$ cat src/include/bp_defines.svh
`ifndef BP_DEFINES_SVH
`define BP_DEFINES_SVH

// pc and target width
`define BP_XLEN 32

// table geometry, index is pc[9:2]
`define BP_INDEX_BITS 8
`define BP_ENTRIES 256

// rv32i conditional branch opcode
`define BP_OP_WIDTH 7
`define BP_OP_BRANCH 7'b1100011

`endif

$ cat src/verilog/bp_table.sv
`timescale 1ns/100ps
`include "bp_defines.svh"

module bp_table #(
  parameter type payload_t = logic [1:0],
  parameter payload_t reset_value = '0
) (
  input  logic                      clk,
  input  logic                      rst_n,
  input  logic [`BP_INDEX_BITS-1:0] rd_index_a,
  output payload_t                  rd_data_a,
  input  logic [`BP_INDEX_BITS-1:0] rd_index_b,
  output payload_t                  rd_data_b,
  input  logic                      we,
  input  logic [`BP_INDEX_BITS-1:0] wr_index,
  input  payload_t                  wr_data
);

  payload_t entries [`BP_ENTRIES];

  // async reads, old data returned during a same-cycle write
  assign rd_data_a = entries[rd_index_a];
  assign rd_data_b = entries[rd_index_b];

  always_ff @(posedge clk) begin
    if (!rst_n) begin
      for (int i = 0; i < `BP_ENTRIES; i++) begin
        entries[i] <= reset_value;
      end
    end else if (we) begin
      entries[wr_index] <= wr_data;
    end
  end

  // execute stage must present a clean index with every write
  a_wr_index_known : assert property (
    @(posedge clk) disable iff (!rst_n)
    we |-> !$isunknown(wr_index)
  ) else $error("bp_table write with unknown index");

endmodule

$ cat config.mk
export PLATFORM = sky130hd
export DESIGN_NAME = bp_table
export DESIGN_NICKNAME = d
export VERILOG_FILES = /design/src/verilog/bp_table.sv
export VERILOG_INCLUDE_DIRS = /design/src /design/src/include
export SDC_FILE = /design/constraint.sdc
export NUM_CORES = 1
export LEC_CHECK = 0
export BUFFER_PORTS_ARGS = -buffer_cell sky130_fd_sc_hd__buf_2
export CAP_MARGIN = 20
export CORE_MARGIN = 2
export CORE_UTILIZATION = 64
export CTS_CLUSTER_DIAMETER = 40
export DETAILED_ROUTE_END_ITERATION = 7
export PLACE_DENSITY = 0.82
export SLEW_MARGIN = 20
export SYNTH_ARGS = -nofsm -noshare
export SYNTH_HDL_FRONTEND = slang
export SYNTH_SLANG_ARGS = --single-unit
$ cat constraint.sdc
create_clock -name clk -period 6.2 [get_ports clk]
set_input_delay 1.86 -clock clk [delete_from_list [all_inputs] [get_ports clk]]
set_output_delay 1.86 -clock clk [all_outputs]
set_load 0.005 [all_outputs]
**Word-level counts from Yosys, hierarchy flattened**

Memory sizes are Yosys's and may differ from the RTL's.
Cells that the tools add are included.

- Muxes and demuxes: 7
- Reductions and logical operators: 1

Operators by type and width:

| cell | number |
|---|---|
| 2-to-1 mux 8 bit | 1 |
| 2-to-1 mux 1 bit | 5 |
| 2-to-1 mux 2 bit | 1 |
| OR reduction 2 bit | 1 |

- Register bits: 0
- Bits in writable memories: 512
- Bits of input ports: 29
- Memories: 1

Memories:

| name | depth | bits a word | read ports | clocked after Yosys merged registers in | write ports | line | text |
|---|---|---|---|---|---|---|---|
| entries | 256 | 2 | 2 | 0 | 256 | bp_table.sv:19 | `` payload_t entries [`BP_ENTRIES]; `` |

**Depth between registers and ports, before layout**

- Depth after elaboration: 5
- Depth in mapped cells: 12

**Least setup slack after synthesis**

Ideal clock, no wire load.

- Kind: input port to output port
- Start: input rd_index_b[0]
- End: output rd_data_b[1] (netlist bit)
- Arrival: 3,780 ps
- Data required time: 4,340 ps
- Slack: 560 ps
- Stages: 7
- Cells stage by stage: buf_6 -> buf_6 -> buf_2 -> mux4_2 -> mux4_2 -> a311oi_2 -> nor3b_1

RTL lines:

| what | line | text |
|---|---|---|
| start, declared | bp_table.sv:12 | `` input logic [`BP_INDEX_BITS-1:0] rd_index_b, `` |
| end, declared | bp_table.sv:13 | `output payload_t rd_data_b,` |

==> results.yml <==
cts:
  ctsHtreeMaxLevel: 3
  ctsHoldBuffers: 0
  cts.sinks: 512
  clk_pin_slew_worst_paths_ns: 0.06
  clk_path_buf_depth: 3
  cts_tree: "built"
  cts_root_buf: "clkbuf_16"
  numCtsBuffers: 69
grt:
  grtUsageTotal_pct: 39.3
  grt_max_degree: 102
  grt_pass1_vias: 22500
  grt_pass1_wl_mm: 135
  grt_overflow_total: 0
  antenna_found_initial: 2
yosys:
  yosysSeqAreaShare_pct: 53.9
  yosys-top-cells-count: "nor2_1, edfxtp_1, o21ai_0"
  synth_area_per_cell_um2: 11.8
  synth_nets: 2453
  yosysWarnings: 0
  yosysMostFrequentCell: "nor2_1"
  yosys-top-cells-area: "edfxtp_1, mux4_2, mux2i_1, nor2_1, o21ai_0"
  ys.flop_type: "edfxtp_1"
  yosysTopAreaCell: "edfxtp_1"
  netlist_instances: 2424
  ys_types: 61
  ys_seq_elements: 512
  synth_async_sr_flop_share_pct: 0
  synth-edff-count: 512
  synth_area_um2: 28500
  synth_top_area_share_pct: 53.9
pwr:
  peakVddDrop_v: 0.000265
  p_per_area_nw_per_um2: 279
  finalPower_mw: 9.08
  power_leakage_nw: 11.0
sta:
  fin_setup_tns_ns: -0.0305
  period_share_pct: 100
  timing.fmax_mhz: 161
  worst_pin_slew_ns: 1.08
  hold_viol: 0
  layout_min_cycle_time_ns: 6.23
  setup_slack_ns: -0.0252
  slew_violations: 0
  relSlewSlack_pct: 27.6
  final-setup-viol-count: 2
route:
  antenna_left: 0
  vias: 23100
  drc: 0
  wl_mm: 92.6
  drtIter0Drc: 4521
  avgViaCountPerCell: 7.48
  dr.pass1.iters: 7
  wl_per_cell_um: 30.0
run_status:
  status: "finished with violations"
  violations: "negative setup slack"
floorplan:
  dieArea_um2: 46300
  row_count: 77
  die-height_um: 215
  num_io_pins: 33
  core_um2: 44100
  start_util_pct: 64.7
  die_w_um: 215
final_layout:
  largest_reg_flops: 512
  final_cell_area_um2: 32500
  drive_above_1_share_pct: 20.8
  final_nets: 2470
  multi_input_area_um2: 12100
  instances_no_fill: 3089
  top_register: "entries"
  seq_area_um2: 15400
  reg_top3: "entries (512)"
  fill_cells: 2729
  post-route-util_pct: 73.7
  area_growth_pct: 13.9
setup_path:
  cp.arrival_ns: 4.37
  crit_required_ns: 4.34
  critPathMaxFanout: 10
  crit_chain: "buf_2 > buf_6 > buf_6 > mux4_2 > o22ai_2 > nor3_1 > nor4_4 > o32ai_2 > o21a_1 > o221a_4 > buf_2"
  slowest_delay_ns: 0.39
  crit_path_end_kind: "output port"
  critPathKind: "in2out"
  crit_path_start_kind: "primary input"
  critPathSlowestCell: "nor4_4"
place:
  gp_congestion: 0.974
  placed_area_um2: 29600
  place_inst: 2940
  place.detailed.hpwl_mm: 58.4
  port-buffer-count: 32
run:
  drv_cap: 0
worst_hold_path:
  hp-class: "in2reg"
==> routing by layer <==
metal | wire length (um) | track usage (%) | up-vias | part of all wire, %
li1 | - | - | 9167 | -
met1 | 29400 | 49.5 | 10900 | 32
met2 | 41300 | 59.2 | 2421 | 45
met3 | 14800 | 12.8 | 630 | 16
met4 | 7150 | 24.8 | 0 | 7.7
met5 | 0 | 0 | - | 0
==> what timing repair did <==
item / 4_1_cts / 5_1_grt
setup endpoints to repair: 4 / 4
resized for setup: 22 / 58
pin swaps: 1 / 8
buffers inserted: 0 / 17
cloned: 2 / 3
==> cell families (layout without fill, tap and decap cells) <==
group                  count (synthesis)  in the layout  share of synthesized area, %
buffers and inverters                256            327                          4.39
AOI/OAI and AO/OA                    404            404                          8.42
and+or+nand+nor                      863            863                          12.3
DFF                                  512            512                          53.9
muxes                                389            389                          21.1
other                                  0              2                             0
==> area by class of cell <==
cell class	instances	area share [%]
tap	592	2.28
clock inverter	47	1.34
inverter	11	0.142
antenna	2	0.0154
sequential	512	47.3
timing repair buffer	191	5.99
clock buffer	78	5.55
multi-input combinational	1656	37.4
==> through the flow <==
| stage | hold WS, ns | setup slack [ns] |
|---|---|---|
| 2_1_floorplan | 2.21 | 0.560 |
| 3_3_place_gp | 2.36 | -0.110 |
| 3_5_place_dp | 2.37 | -0.251 |
| 4_1_cts | 1.77 | -0.00461 |
| 5_1_grt | 1.79 | -0.0211 |
| 6_report | 1.77 | -0.0252 |
==> critical path, delay by kind of cell <==
| family | cells | cell delay (ns) |
|---|---|---|
| muxes | 1 | 0.35 |
| buffers and inverters | 4 | 0.76 |
| and+or+nand+nor | 2 | 0.50 |
| AOI/OAI and AO/OA | 4 | 0.88 |
==> layout by cell type, fill, tap and decap left out, types with 5 or more instances in the layout <==
master / netlist / routed
clkbuf_16: 0 / 74
mux2i_1: 209 / 208
nor4_1: 14 / 11
inv_1: 6 / 6
nand2_2: 1 / 5
nand4_1: 5 / 5
a31oi_1: 10 / 8
clkinv_2: 0 / 10
o21ai_0: 227 / 226
nor3_1: 32 / 30
clkinvlp_4: 0 / 6
buf_4: 31 / 117
mux4_2: 155 / 157
clkinv_4: 0 / 8
nand3_1: 20 / 18
mux4_1: 10 / 8
buf_6: 12 / 8
buf_2: 21 / 27
nor2b_1: 15 / 15
buf_12: 3 / 27
nand2_1: 188 / 184
o221ai_1: 14 / 12
mux2_2: 15 / 13
clkbuf_1: 171 / 7
a21oi_1: 15 / 13
nand2b_1: 14 / 12
inv_6: 0 / 11
buf_16: 0 / 6
o22ai_1: 81 / 78
clkinv_1: 4 / 8
a2111oi_0: 12 / 6
edfxtp_1: 512 / 512
nor2_1: 554 / 554
a211oi_1: 8 / 8
==> final timing paths <==
| path | start | depth (start not counted) | to | slack, ns |
|---|---|---|---|---|
| worst max-delay path | rd_index_b[3] | 11 | rd_data_b[0] | -0.03 |
| worst min-delay path | rst_n | 2 | entries[68][0] | 1.77 |
==> report_power, final <==
group	switching [mW]	internal (mW)
logic	0.615	0.460
clock network	1.60	2.30
registers	0.120	3.98
No activity file was read; power rests on OpenSTA's default activity.
