===== src/include/bp_defines.svh =====
`ifndef BP_DEFINES_SVH
`define BP_DEFINES_SVH

// pc and target width
`define BP_XLEN 32

// table geometry, index is pc[9:2]
`define BP_INDEX_BITS 8
`define BP_ENTRIES 256

// rv32i conditional branch opcode
`define BP_OP_WIDTH 7
`define BP_OP_BRANCH 7'b1100011

`endif


===== src/verilog/bp_pkg.sv =====
`include "bp_defines.svh"

package bp_pkg;

  // 2-bit saturating counter, upper half predicts taken
  typedef enum logic [1:0] {
    strong_nt = 2'b00,
    weak_nt   = 2'b01,
    weak_t    = 2'b10,
    strong_t  = 2'b11
  } counter_t;

  typedef logic [`BP_XLEN-1:0] pc_t; // pcs and branch targets

endpackage


===== src/verilog/bp_decode.sv =====
`timescale 1ns/100ps
`include "bp_defines.svh"

module bp_decode (
  input  logic                      clk,
  input  logic                      rst_n,
  input  bp_pkg::pc_t               pc_d,
  input  logic [`BP_OP_WIDTH-1:0]   opcode_d,
  output logic [`BP_INDEX_BITS-1:0] rd_index_d,
  input  bp_pkg::counter_t          counter_d,
  input  bp_pkg::pc_t               target_d,
  input  logic                      redirect,
  output logic                      predict_taken,
  output bp_pkg::pc_t               predict_pc,
  output logic                      pred_taken_e,
  output bp_pkg::pc_t               pred_pc_e
);

  import bp_pkg::*;

  logic is_branch_d;
  logic counter_taken;
  pc_t  fallthrough_pc;

  assign rd_index_d = pc_d[`BP_INDEX_BITS+1:2]; // word aligned, no tag

  assign is_branch_d    = (opcode_d == `BP_OP_BRANCH);
  assign counter_taken  = (counter_d == weak_t) || (counter_d == strong_t);
  assign fallthrough_pc = pc_d + `BP_XLEN'd4;

  // only conditional branches may be predicted taken
  assign predict_taken = is_branch_d && counter_taken;
  assign predict_pc    = predict_taken ? target_d : fallthrough_pc;

  // prediction follows the instruction from D into E
  always_ff @(posedge clk) begin
    if (!rst_n) begin
      pred_taken_e <= 1'b0;
    end else if (redirect) begin
      pred_taken_e <= 1'b0; // squashed slot carries no prediction
    end else begin
      pred_taken_e <= predict_taken;
    end
  end

  always_ff @(posedge clk) begin
    if (redirect) begin
      pred_pc_e <= fallthrough_pc;
    end else begin
      pred_pc_e <= predict_pc;
    end
  end

  // tables are cleared by reset, so a lookup never sees unknown data
  a_prediction_known : assert property (
    @(posedge clk) disable iff (!rst_n)
    !$isunknown({predict_taken, predict_pc})
  ) else $error("unknown prediction in decode");

endmodule


===== config.mk =====
export PLATFORM = sky130hd
export DESIGN_NAME = bp_decode
export DESIGN_NICKNAME = d
export VERILOG_FILES = /design/src/verilog/bp_pkg.sv /design/src/verilog/bp_decode.sv
export VERILOG_INCLUDE_DIRS = /design/src /design/src/include
export SDC_FILE = /design/constraint.sdc
export NUM_CORES = 1
export LEC_CHECK = 0
export BUFFER_PORTS_ARGS = -buffer_cell sky130_fd_sc_hd__buf_2
export CORE_MARGIN = 3
export CORE_UTILIZATION = 45
export CTS_BUF_LIST = sky130_fd_sc_hd__clkbuf_16
export DETAILED_ROUTE_END_ITERATION = 6
export PLACE_DENSITY_LB_ADDON = 0.12
export SYNTH_ARGS = -nofsm -noshare
export SYNTH_HDL_FRONTEND = slang
export SYNTH_SLANG_ARGS = --single-unit

===== constraint.sdc =====
create_clock -name clk -period 5.95 [get_ports clk]
set_clock_uncertainty 0.2 [all_clocks]
set_input_delay 0.595 -clock clk [delete_from_list [all_inputs] [get_ports clk]]
set_output_delay 0.595 -clock clk [all_outputs]
set_load 0.005 [all_outputs]

Yosys cells after proc, flatten, opt, wreduce, memory -nomap -nowiden
Cells that the tools add are included.
Word-level totals
  register bits after elaboration: 33
  bits of input ports: 76
  logic and storage cells: 12
Operators by class
  add/sub/neg operators: 1
  eq/ne operators: 3
  multiplexer cells: 2
  bitwise operators: 1
  reductions and logical operators: 3
Operators with widths (number)
  $mux 32: 2
  $add 32x3->32 const B: 1
  $eq 7x7->1 const B: 1
  $eq 2x2->1 const B: 2
  $reduce_or 2->1: 1
  $logic_and 1x1->1: 1
  $logic_or 1x1->1: 1
  $not 1->1: 1

Longest topological paths before layout
  word-level depth: 5
  gate-level depth with buffers: 7
  depth with buffers taken out: 5

Worst setup path after synthesis
OpenSTA, ideal clock, no wires.
  kind: in2out
  start point: input pc_d[2]
  end point: output predict_pc[24]
  data arrival time: 2.228 ns
  data required time: 5.155 ns
  path slack: 2.927 ns
  stages: 6
  cell sequence: ha_1 -> nand3_1 -> or4_1 -> buf_2 -> or4_4 -> a31oi_1
Between the ends
  longest elaborated chain between the ends: 2
RTL lines
  start: declaration: RTL line bp_decode.sv:7  | input bp_pkg::pc_t pc_d,
  $add 32x3->32: RTL line bp_decode.sv:29  | assign fallthrough_pc = pc_d + `BP_XLEN'd4;
  $mux 32: RTL line bp_decode.sv:33  | assign predict_pc = predict_taken ? target_d : fallthrough_pc;
  end: declaration: RTL line bp_decode.sv:14  | output bp_pkg::pc_t predict_pc,
Every way passes these cells.

Worst setup path in the final report
  start point: input pc_d[2]
  end point: output predict_pc[28]
The elaborated chain is that of the path after synthesis.

==> run_results.csv <==
group,metric,value,unit
critical_path,cp_slowest_stage_delay,0.79,ns
drt,drtIter0Drc,162,
global_routing,gr-usage-all-layers,21.7,%
finish,antenna_cells,0,
finish,multi_input_area,1350,um2
drt,drt-total-wl,6730,um
global_routing,use_met1,27.3,%
timing,setup_viol,0,
critical_path,critical_path.slowest_cell,"or4_1",
synthesis,postSynthAreaPerCell,7.50,um2
synthesis,ys_ff_latch,33,
critical_path,path_delay_family,"simple AND/OR/NAND/NOR gates",
timing,fmax,265,MHz
critical_path,crit_type,"in2out",
power_and_ir_drop,leakage,1.43,nW
timing,fin_crit_sh,63.3,%
critical_path,endpoint_kind,"output pin",
global_routing,grt_first_pass_wirelength,9680,um
job,maxCapViolCount,0,
synthesis,ys_async_sr_fraction,0,%
place,io_buffers,148,
clock_tree,cts_made_buffers,5,
timing,worst_slew_pin_slew,1.05,ns
clock_tree,clock_path_buffers,2,
synthesis,ys.flop_type,"dfxtp_1",
finish,final_cell_mix,"buf_2, nor2_1, dfxtp_1",
finish,ff_latch_area,661,um2
clock_tree,cts_post_setup_buffers_inserted,0,
floorplan,core,4500,um2
finish,final_common_cell,"buf_2",
global_routing,use_met2,36.8,%
floorplan,die_w,75.4,um
timing,rsz0062_at_grt,"false",
run_status,outcome,"complete, no violations",
worst_hold_path,min_from,"target_d[0]",
critical_path,path_buf_inv,2,
timing,tns,0,ns
critical_path,crit_chain,"buf_2, ha_1, nand3_1, or4_1, or4_4, a31oi_1, buf_2",
finish,drive_gt1_share,42.0,%
timing,final-hold-violation-count,0,
power_and_ir_drop,power.share.sequential,40.3,%
synthesis,synth_cell_types,34,
clock_tree,path_clk_slew,0.05,ns
finish,fillers,422,
global_routing,grt_max_degree,56,
power_and_ir_drop,p_int,0.000440,W
power_and_ir_drop,power.switching,0.000149,W
global_routing,globalRouteMet3Util,5.01,%
timing,max_slew_margin,30.2,%
critical_path,critPathRequiredTime,5.16,ns
worst_hold_path,hold_depth,3,
finish,finalNetCount,496,
synthesis,syn_area,2170,um2
power_and_ir_drop,p_comb_share,18.8,%
global_routing,grt_pass1_vias,2229,
critical_path,start_kind,"input port",
critical_path,worstPathArrival,2.97,ns
global_routing,antenna_found_initial,0,
drt,vias,2575,
drt,drc,0,
power_and_ir_drop,clockPowerShare,40.8,%
synthesis,ys_seq_area_share,30.5,%
clock_tree,cts_resized,0,
floorplan,initial_utilization,48.1,%
synthesis,syn-num-nets,366,
floorplan,num_rows,24,
timing,drv_slew,0,
power_and_ir_drop,p_sw_share,25.3,%
floorplan,die_h,75.4,um
place,gp_congestion,0.814,
drt,viasPerCell,5.47,
timing,post-route-min-period,3.77,ns
worst_hold_path,min_path_type,"in2reg",
global_routing,grt.busiest_layer,"met2",
timing,whs,0.321,ns
worst_hold_path,whs_endpoint,"pred_pc_e[0]",
global_routing,overflow,0,
synthesis,synth-edff-count,0,
clock_tree,root_buffer,"clkbuf_16",
critical_path,crit_top_cell,"buf_2",
drt,first_pass_iters,4,
finish,area_growth,37.4,%
floorplan,dieArea,5690,um2
power_and_ir_drop,p_per_area,197,nW/um2
synthesis,ys_warn_count,0,
floorplan,io_pins,150,
synthesis,netlist_instances,289,
clock_tree,cts_tree,"done",
power_and_ir_drop,vdd_drop_max,0.0954,mV
place,dp_hpwl,4920,um
drt,ant_nets,0,
critical_path,crit_fanout,16,
clock_tree,htreeDepth,2,
clock_tree,cts_sinks,33,
drt,wl_per_cell,14.3,um
clock_tree,cts.hold.buffers_added,0,
tightest hold or removal path, stage by stage:
cell and delay (ns):
buf_2 0.08, nand2_1 0.04, nand2_1 0.04
state kept, by name (all words and copies together), names as in the netlist:
name	cells
pred_taken_e	1
pred_pc_e	32
area by class of cell:
cell class	instances	share of cell area, %
multi-input combinational	223	45.3
sequential	33	22.2
tap	52	2.18
clock inverter	2	0.252
clock buffer	5	4.20
inverter	8	1.01
timing repair buffer	148	24.9
power groups by stage:
stage | Combinational (W) | Sequential [W] | Clock, W
after floorplan | 0.0000420 | 0.000244 | 0
after global placement | 0.000108 | 0.000242 | 0
after detailed placement | 0.000110 | 0.000242 | 0
after CTS | 0.000111 | 0.000237 | 0.000244
after global routing | 0.000124 | 0.000238 | 0.000253
final | 0.000111 | 0.000237 | 0.000240
cells by family (layout without fill, tap and decap cells):
family,after synthesis,count (layout),share of synthesized area [%]
AND/OR/NAND/NOR,138,138,33.2
AO/OA/AOI/OAI,59,59,16.7
adder cells (fa/ha/maj),1,1,0.577
flip-flops,33,33,30.5
buffers and inverters,33,163,7.56
multiplexers,12,12,6.23
XOR/XNOR,13,13,5.25
Yosys cell counts (4+ instances only):
| library cell | instances | area, um2 |
|---|---|---|
| a21oi_1 | 16 | 80.1 |
| a31oi_1 | 26 | 163 |
| and3_1 | 4 | 25.0 |
| buf_4 | 8 | 60.1 |
| clkbuf_1 | 13 | 48.8 |
| dfxtp_1 | 33 | 661 |
| inv_1 | 8 | 30.0 |
| mux2_2 | 12 | 135 |
| nand2_1 | 29 | 109 |
| nand3_1 | 16 | 80.1 |
| nand4_1 | 10 | 62.6 |
| nor2_1 | 44 | 165 |
| nor3_1 | 5 | 25.0 |
| nor4_1 | 5 | 31.3 |
| o21ai_0 | 5 | 25.0 |
| o31ai_1 | 8 | 60.1 |
| or3_1 | 6 | 37.5 |
| or4_1 | 4 | 30.0 |
| or4_4 | 6 | 67.6 |
| xnor2_1 | 8 | 70.1 |
| xor2_1 | 5 | 43.8 |
how the worst max path moves through the flow:
| stage | end | slack (ns) | from | cells after the start |
|---|---|---|---|---|
| global route | predict_pc[28] | 2.12 | pc_d[2] | 7 |
| finish | predict_pc[28] | 2.18 | pc_d[2] | 7 |
| floorplan | predict_pc[24] | 2.93 | pc_d[2] | 6 |
| CTS | predict_pc[28] | 2.23 | pc_d[2] | 7 |
| detailed placement | predict_pc[28] | 2.24 | pc_d[2] | 7 |
| global placement | predict_pc[28] | 2.30 | pc_d[2] | 7 |
routing by layer:
metal / vias to the layer above / wire, um / part of all wire [%]
li1: 1310 / - / -
met1: 1144 / 2860 / 42
met2: 117 / 3180 / 47
met3: 4 / 653 / 9.7
met4: 0 / 39 / 0.58
met5: - / 0 / 0
through the flow:
step                total power [W]  area [um2]  worst slack (ns)  std cells  utilization, %
floorplan                  0.000286        2170              2.93        289               -
global placement           0.000350        2850              2.30        464            63.2
detailed placement         0.000352        2850              2.24        464            63.2
CTS                        0.000593        2980              2.23        471            66.2
global route               0.000616        2980              2.12        471            66.2
finish                     0.000588        2980              2.18        471            66.2
Note: power is estimated with default switching activity, not from simulation.
