File: src/include/bp_defines.svh
`ifndef BP_DEFINES_SVH
`define BP_DEFINES_SVH

// pc and target width
`define BP_XLEN 32

// table geometry, index is pc[9:2]
`define BP_INDEX_BITS 8
`define BP_ENTRIES 256

// rv32i conditional branch opcode
`define BP_OP_WIDTH 7
`define BP_OP_BRANCH 7'b1100011

`endif

File: src/verilog/bp_pkg.sv
`include "bp_defines.svh"

package bp_pkg;

  // 2-bit saturating counter, upper half predicts taken
  typedef enum logic [1:0] {
    strong_nt = 2'b00,
    weak_nt   = 2'b01,
    weak_t    = 2'b10,
    strong_t  = 2'b11
  } counter_t;

  typedef logic [`BP_XLEN-1:0] pc_t; // pcs and branch targets

endpackage

File: src/verilog/bp_result.sv
`timescale 1ns/100ps
`include "bp_defines.svh"

module bp_result (
  input  bp_pkg::pc_t pc_e,
  input  logic        branch_e,
  input  logic        taken_e,
  input  bp_pkg::pc_t target_e,
  input  logic        pred_taken_e,
  input  bp_pkg::pc_t pred_pc_e,
  output logic        flush_d,
  output logic        flush_e,
  output logic        redirect,
  output bp_pkg::pc_t redirect_pc
);

  import bp_pkg::*;

  logic actual_taken;
  logic bad_non_branch;
  logic bad_direction;
  logic bad_target;
  logic mispredict;
  pc_t  fallthrough_pc;

  assign actual_taken   = branch_e && taken_e;
  assign fallthrough_pc = pc_e + `BP_XLEN'd4;

  // predicted taken but execute holds no branch
  assign bad_non_branch = pred_taken_e && !branch_e;
  assign bad_direction  = branch_e && (taken_e != pred_taken_e);
  // right direction, stale or aliased target
  assign bad_target     = actual_taken && (target_e != pred_pc_e);

  assign mispredict = bad_non_branch || bad_direction || bad_target;

  // D and E both hold wrong-path work on a mispredict
  assign redirect    = mispredict;
  assign flush_d     = mispredict;
  assign flush_e     = mispredict;
  assign redirect_pc = actual_taken ? target_e : fallthrough_pc;

endmodule

File: config.mk
export PLATFORM = sky130hd
export DESIGN_NAME = bp_result
export DESIGN_NICKNAME = d
export VERILOG_FILES = /design/src/verilog/bp_pkg.sv /design/src/verilog/bp_result.sv
export VERILOG_INCLUDE_DIRS = /design/src /design/src/include
export SDC_FILE = /design/constraint.sdc
export NUM_CORES = 1
export LEC_CHECK = 0
export BUFFER_PORTS_ARGS = -buffer_cell sky130_fd_sc_hd__buf_2
export CORE_ASPECT_RATIO = 0.9
export CORE_UTILIZATION = 34
export DETAILED_ROUTE_END_ITERATION = 6
export PLACE_DENSITY = 0.8
export RECOVER_POWER = 50
export SLEW_MARGIN = 15
export SYNTH_ARGS = -nofsm -noshare
export SYNTH_HDL_FRONTEND = slang
export SYNTH_SLANG_ARGS = --single-unit
File: constraint.sdc
create_clock -name vclk -period 1.3
set_clock_uncertainty 0.05 [all_clocks]
set_input_delay 0.13 -clock vclk [all_inputs]
set_output_delay 0.13 -clock vclk [all_outputs]
set_load 0.005 [all_outputs]
==> Word-level counts from Yosys, hierarchy flattened <==
Index checks and enable logic that the tools add are counted.
W data, S select, Z words.
{ "word_totals": {"register_bits": 0, "inputBits": 99, "out_inout_bits": 35, "word_cells": 11} }
{ "classes": {"add_sub_neg": 1, "eq_ne": 2, "mux": 1, "n_reduce_logical": 7} }
{ "op_table": {"columns": ["cell", "n"], "rows": [
  ["$add A32 B3 Y32 const B", 1],
  ["$mux W32", 1],
  ["$ne A32 B32 Y1", 1],
  ["$logic_and A1 B1 Y1", 4],
  ["$logic_or A1 B1 Y1", 2],
  ["$logic_not A1 Y1", 1],
  ["$ne A1 B1 Y1", 1]
]} }

==> Longest topological paths before layout <==
Gate-level depths: netlist (run 1).
{ "depth": {"ltp_word": 4, "mapped_depth": 7, "depth_no_buf": 6} }

==> Worst setup path after synthesis (run 1) <==
No wires, ideal clock.
{ "synth_path": {"path_type": "input-to-output", "from": "in target_e[6]", "to": "out flush_e", "t_arrival_ns": 1.278, "path_slack_ns": -0.158, "stages": 6, "path_cell_list": "xor2_1 nor4_1 nand4_1 nor4_1 a41oi_1 buf_4"} }
{ "synth_between": {"elab_chain_len": 3} }
{ "synth_rtl": {"columns": ["item", "line_no", "source"], "rows": [
  ["start, declared", "bp_result.sv:8", "input bp_pkg::pc_t target_e,"],
  ["$ne A32 B32 Y1", "bp_result.sv:33", "assign bad_target = actual_taken && (target_e != pred_pc_e);"],
  ["$logic_and A1 B1 Y1", "bp_result.sv:33", null],
  ["$logic_or A1 B1 Y1", "bp_result.sv:35", "assign mispredict = bad_non_branch || bad_direction || bad_target;"],
  ["end, declared", "bp_result.sv:12", "output logic flush_e,"]
]} }
No other way between the ends.

==> Worst setup path in the final report (run 1) <==
{ "layout_path": {"from": "in target_e[2]", "to": "out flush_d"} }
{ "layout_between": {"elab_chain_len": 3} }
{ "layout_rtl": {"columns": ["item", "line_no", "source"], "rows": [
  ["$ne A32 B32 Y1", "bp_result.sv:33", null],
  ["$logic_and A1 B1 Y1", "bp_result.sv:33", null],
  ["$logic_or A1 B1 Y1", "bp_result.sv:35", null],
  ["end, declared", "bp_result.sv:11", "output logic flush_d,"]
]} }
No other way between the ends.

==> impl_metrics.json, run 1 <==
{
  "grt_antenna_before_repair": 0,
  "slowest_delay_ns": 0.31,
  "synthesis.nets": 309,
  "worstPathArrival_ns": 1.50,
  "drc_errors": 0,
  "critPathTopFamily": "simple AND/OR/NAND/NOR gates",
  "synth-warning-count": 0,
  "violations": "setup timing",
  "ant_nets": 0,
  "coreArea_mm2": 0.003757,
  "ys_seq_area_share_pct": 0,
  "path_class": "input port to output port",
  "chipWidth_um": 68.33,
  "slew_violations": 0,
  "grt_pass1_vias": 1916,
  "synth.distinct_cells": 31,
  "period_share_pct": 129.0,
  "cp_max_fo": 3,
  "groute.layer.met2.usage_pct": 49.30,
  "via_per_inst": 5.088,
  "min_path_type": "input port to output port",
  "drive_gt1_share_pct": 60.65,
  "worst_slack_ns": -0.3770,
  "slowest_stage": "nor4_1",
  "vias": 2264,
  "pre_cts_slack_ns": -0.3923,
  "tns_ns": -5.519,
  "synth_cells": 209,
  "die_h_um": 61.70,
  "wirelength_um": 6694,
  "status": "complete, but fails checks",
  "worst-path-buf-inv": 3,
  "syn2layout_area_growth_pct": 120.3,
  "dieArea_mm2": 0.004216,
  "cap_viol_max_count": 0,
  "diodes": 0,
  "met3_usage_pct": 1.825,
  "start_util_pct": 35.83,
  "rsz0062_at_grt": "yes",
  "hpwl_um": 4678,
  "register_area_um2": 0,
  "fmax_ghz": 0.5963,
  "numSequentialCells": 0,
  "wire_per_inst_um": 15.04,
  "p_leak_nw": 1.470,
  "period_minus_slack_ns": 1.677,
  "cp-end-kind": "output port",
  "place_congestion": 0.8097,
  "vdd_drop_max_v": 0.0001512,
  "tightest_slew_ns": 0.3654,
  "row_count": 21,
  "firstDrtPassIters": 4,
  "nClkBuffers": 0,
  "finalSetupViolCount": 28,
  "critPathRequiredTime_ns": 1.12,
  "hold_viol": 0,
  "gr-total-overflow": 0,
  "relSlewSlack_pct": 75.46,
  "grt_pass1_wl_um": 8031,
  "top_usage_layer": "met2",
  "worstSetupStartpointType": "input port",
  "use_met1_pct": 29.12,
  "drt-initial-drc-count": 111,
  "synth_area_mm2": 0.001346,
  "fin_cells": 445,
  "path_cells": "buf_6, xor2_1, nor4_1, buf_4, nand4_1, nor4_2, a41oi_2, buf_2",
  "power.density_mw_per_mm2": 282.5,
  "syn_area_per_cell_um2": 6.442,
  "port_buffers": 134,
  "ios": 134,
  "placedCellCount": 428,
  "fin_nets": 501,
  "grt_use_total_pct": 25.09,
  "grt_max_degree": 51
}
-- report_power, final --
group          leakage, nW  switching (mW)  internal (mW)  total (mW)
logic                 1.47           0.381          0.457       0.838
clock network            0               0              0           0
registers                0               0              0           0
-- area by class of cell --
type	count	area [µm²]
timing repair buffer	200	1376
multi-input combinational	195	1516
inverter	4	15.01
tap	46	57.56
fill	233	792.0
-- repair_timing --
action                                  CTS  global route
resized for setup                        75            31
setup buffers                             9            10
hold buffers                              0             0
cloned                                    0             0
endpoints found under the setup margin   29            29
pin swaps                                48            34
-- cells by family after synthesis --
logic type	count (synthesis)	share of synthesized area, %
compound gates	29	11.43
xor+xnor	59	38.38
fa+ha+maj	1	0.9292
buf+inv	14	5.110
simple gates	106	44.15
-- cells in the final DEF, fill, tap and decap left out, drive strengths merged, types with 2 or more instances in the layout --
cell type,netlist,layout
nor2,11,11
buf,4,199
and3,4,4
nand3,11,11
a21oi,2,2
xor2,27,27
nor3,7,7
inv,4,4
nand2,49,49
o21ai,25,25
xnor2,32,32
nor4,8,8
nand4,10,10
and4,4,4
-- cells in the mapped netlist --
cell | instances | area, µm²
inv_1 | 4 | 15.01
a31oi_1 | 1 | 6.260
clkbuf_1 | 6 | 22.52
a41oi_1 | 1 | 8.760
and4_4 | 2 | 22.52
a21oi_1 | 2 | 10.01
nor4_1 | 6 | 37.54
o21ai_2 | 1 | 8.760
nand2_1 | 49 | 183.9
nor3_2 | 3 | 30.03
and2_1 | 1 | 6.260
xor2_1 | 27 | 236.5
nor4_2 | 1 | 12.51
nand4_4 | 3 | 63.81
buf_2 | 1 | 5.000
nor2_1 | 11 | 41.29
o21ai_1 | 4 | 20.02
buf_6 | 1 | 11.26
nand4_1 | 7 | 43.79
nor4_4 | 1 | 21.27
o21ai_0 | 20 | 100.1
and3_1 | 3 | 18.77
ha_1 | 1 | 12.51
xnor2_1 | 32 | 280.3
nand3b_1 | 1 | 7.510
and3_2 | 1 | 7.510
nand3_1 | 10 | 50.05
buf_4 | 2 | 15.01
and4_1 | 2 | 17.52
nand3_2 | 1 | 10.01
nor3_1 | 4 | 20.02
-- path summary, 6_finish.rpt --
kind	start	end	slack, ns	cells past startpoint
hold / removal	pc_e[0]	redirect_pc[0]	0.47	4
setup / recovery	target_e[2]	flush_d	-0.38	8
-- stage by stage --
stage / util, % / power [mW] / hold slack, ns / cell area [µm²]
floorplan: - / 0.2598 / 0.2613 / 1354
global placement: 64.07 / 0.6836 / 0.4664 / 2407
detailed placement: 64.07 / 0.6975 / 0.4709 / 2407
CTS: 73.46 / 0.7791 / 0.4715 / 2760
global route: 78.92 / 0.9037 / 0.4922 / 2965
finish: 78.92 / 0.8377 / 0.4682 / 2965
-- layer usage --
layer | up-vias | wire length [µm]
li1 | 1103 | -
met1 | 1019 | 2591
met2 | 120 | 3443
met3 | 22 | 465
met4 | 0 | 194
met5 | - | 0
-- tightest hold or removal path, stage by stage --
cell and delay [ns]:
buf_2 0.08, nand2_1 0.04, nand2_1 0.05, buf_2 0.10
(Power assumes the default switching activity.)
==> run 2: changes to the inputs <==
--- a/config.mk
+++ b/config.mk
@@ -8,7 +8,8 @@
 export LEC_CHECK = 0
+export ABC_AREA = 1
 export BUFFER_PORTS_ARGS = -buffer_cell sky130_fd_sc_hd__buf_2
 export CORE_ASPECT_RATIO = 0.9
-export CORE_UTILIZATION = 34
+export CORE_UTILIZATION = 39
 export DETAILED_ROUTE_END_ITERATION = 6
-export PLACE_DENSITY = 0.8
+export PLACE_DENSITY = 0.81
 export RECOVER_POWER = 50
@@ -18 +19,2 @@
 export SYNTH_SLANG_ARGS = --single-unit
+export TNS_END_PERCENT = 10
==> constraint.sdc (replaced) <==
create_clock -name vclk -period 1.3
set_clock_uncertainty 0.05 [all_clocks]
set_input_delay 0.065 -clock vclk [all_inputs]
set_output_delay 0.065 -clock vclk [all_outputs]
set_load 0.005 [all_outputs]
==> impl_metrics.json, run 2 <==
{
  "worstSetupStartpointType": "input port",
  "synth_commonest_cells": "nand2_1, inv_1, nor2_1, nand3_1, o21ai_0",
  "cap_viol_max_count": 0,
  "coreArea_mm2": 0.004432,
  "total_power_uw": 740.7,
  "swShare_pct": 55.12,
  "p_leak_nw": 1.656,
  "worst_slack_ns": -0.02090,
  "via_per_inst": 4.769,
  "cp-end-kind": "output port",
  "cp_max_fo": 4,
  "synth-warning-count": 0,
  "synth_mux_area_share_pct": 0,
  "synth.distinct_cells": 29,
  "ios": 134,
  "ctsHoldBuffers": 0,
  "drive_gt1_share_pct": 35.18,
  "syn2layout_area_growth_pct": 51.15,
  "place_congestion": 0.9398,
  "min_path_type": "input port to output port",
  "dieArea_mm2": 0.004880,
  "rsz0062_at_grt": "yes",
  "worstPathArrival_ns": 1.21,
  "synthAdderAreaFrac_pct": 0.6969,
  "port_buffers": 134,
  "numSequentialCells": 0,
  "firstDrtPassIters": 4,
  "tightest_slew_ns": 0.3479,
  "seqPwrFrac_pct": 0,
  "pre_cts_slack_ns": -0.1083,
  "hold_viol": 0,
  "slew_violations": 0,
  "grt_pass1_vias": 2283,
  "fin_cells": 585,
  "violations": "setup timing",
  "tns_ns": -0.02090,
  "top_usage_layer": "met2",
  "synthSimpleGateAreaFrac_pct": 66.41,
  "synth_top_family_by_area": "simple AND/OR/NAND/NOR gates",
  "placedCellCount": 583,
  "grt_max_degree": 17,
  "die_h_um": 66.37,
  "synthesis.nets": 484,
  "row_count": 23,
  "period_share_pct": 101.6,
  "synthXorXnorAreaFrac_pct": 10.24,
  "wire_per_inst_um": 11.60,
  "drc_errors": 0,
  "path_class": "input port to output port",
  "diodes": 0,
  "register_area_um2": 0,
  "clkPwrFrac_pct": 0,
  "p_int_uw": 332.4,
  "grt_antenna_before_repair": 0,
  "power.density_mw_per_mm2": 272.9,
  "gr-total-overflow": 0,
  "ys_top_cells_by_area": "nand2_1, inv_1, nor2_1",
  "start_util_pct": 40.51,
  "critPathRequiredTime_ns": 1.19,
  "synth_area_mm2": 0.001795,
  "nClkBuffers": 0,
  "synth_compound_area_share_pct": 7.387,
  "final_common_cell": "nand2_1",
  "ys_seq_area_share_pct": 0,
  "vdd_drop_max_v": 0.0001607,
  "use_met1_pct": 30.91,
  "hpwl_um": 5773,
  "grt_use_total_pct": 25.21,
  "drt-initial-drc-count": 133,
  "wirelength_um": 6786,
  "groute.layer.met2.usage_pct": 45.99,
  "vias": 2790,
  "met3_usage_pct": 3.963,
  "switchingPower_uw": 408.3,
  "synth_cells": 384,
  "syn_area_per_cell_um2": 4.676,
  "final_cell_mix": "nand2_1, buf_2, inv_1",
  "status": "complete, but fails checks",
  "grt_pass1_wl_um": 9770,
  "synth_most_common_cell": "nand2_1",
  "yosysTopAreaCell": "nand2_1",
  "relSlewSlack_pct": 76.80,
  "fin_util_pct": 61.24,
  "fmax_ghz": 0.7571,
  "finalSetupViolCount": 1,
  "chipWidth_um": 73.52,
  "fin_nets": 625,
  "synth.top_cell.area_share_pct": 36.17,
  "period_minus_slack_ns": 1.321,
  "p_comb_share_pct": 100.0,
  "ant_nets": 0
}
## run 2: cell types whose count changed in the layout (fill, tap and decap cells not counted), moves of 15 or more
cell	delta
nand2_1	+123
inv_1	+50
buf_4	-36
buf_6	-33
nor2_1	+30
o21ai_1	-20
xnor2_1	-20
nand3_1	+18
o21ai_0	+16
xor2_1	-16
buf_2	+15
## run 2: cells by family after synthesis
group,Yosys count
AND/OR/NAND/NOR,269
buffers and inverters,68
AO/OA/AOI/OAI,25
XOR/XNOR,21
adder cells (fa/ha/maj),1
## run 2: worst paths after layout
| check | start | to | slack [ns] | cells after the start |
|---|---|---|---|---|
| setup / recovery | pc_e[2] | redirect_pc[14] | -0.02 | 10 |
| hold / removal | pc_e[1] | redirect_pc[1] | 0.35 | 4 |
## run 2: power by group through the flow
stage                     Combinational [mW]  Sequential [mW]  Clock, mW
final                                  0.741                0          0
after global routing                   0.823                0          0
after CTS                              0.716                0          0
after detailed placement               0.694                0          0
after global placement                 0.681                0          0
after floorplan                        0.329                0          0
## run 2: timing repair
item                       CTS  global route
setup endpoints to repair   23            24
buffers inserted             2             0
pin swaps                    9            19
resized for setup           13            23
## run 2: final cells by class
type | count | area [µm²]
repair buffers | 147 | 788.3
fillers | 464 | 1718
well taps | 62 | 77.57
multi-input cells | 316 | 1620
inverters | 60 | 227.7
## run 2: per-layer routing
metal | share of wire, % | wire length, µm | vias up
met5 | 0 | 0 | -
met4 | 1.6 | 107 | 0
met3 | 7.8 | 529 | 8
met2 | 48 | 3285 | 139
met1 | 42 | 2864 | 1196
li1 | - | - | 1447
## run 2: critical path: stages
cell and delay (ns):
buf_8 0.08, ha_4 0.14, nand2_4 0.05, nor2_4 0.16
nand2_4 0.11, nor2_4 0.13, xor2_1 0.18, nand2_1 0.09
o21ai_1 0.08, buf_2 0.12
## run 2: through the flow
step | area [µm²] | hold slack (ns)
2_1_floorplan | 1795 | 0.1633
3_3_place_gp | 2577 | 0.3479
3_5_place_dp | 2577 | 0.3535
4_1_cts | 2646 | 0.3530
5_1_grt | 2714 | 0.3737
6_report | 2714 | 0.3538
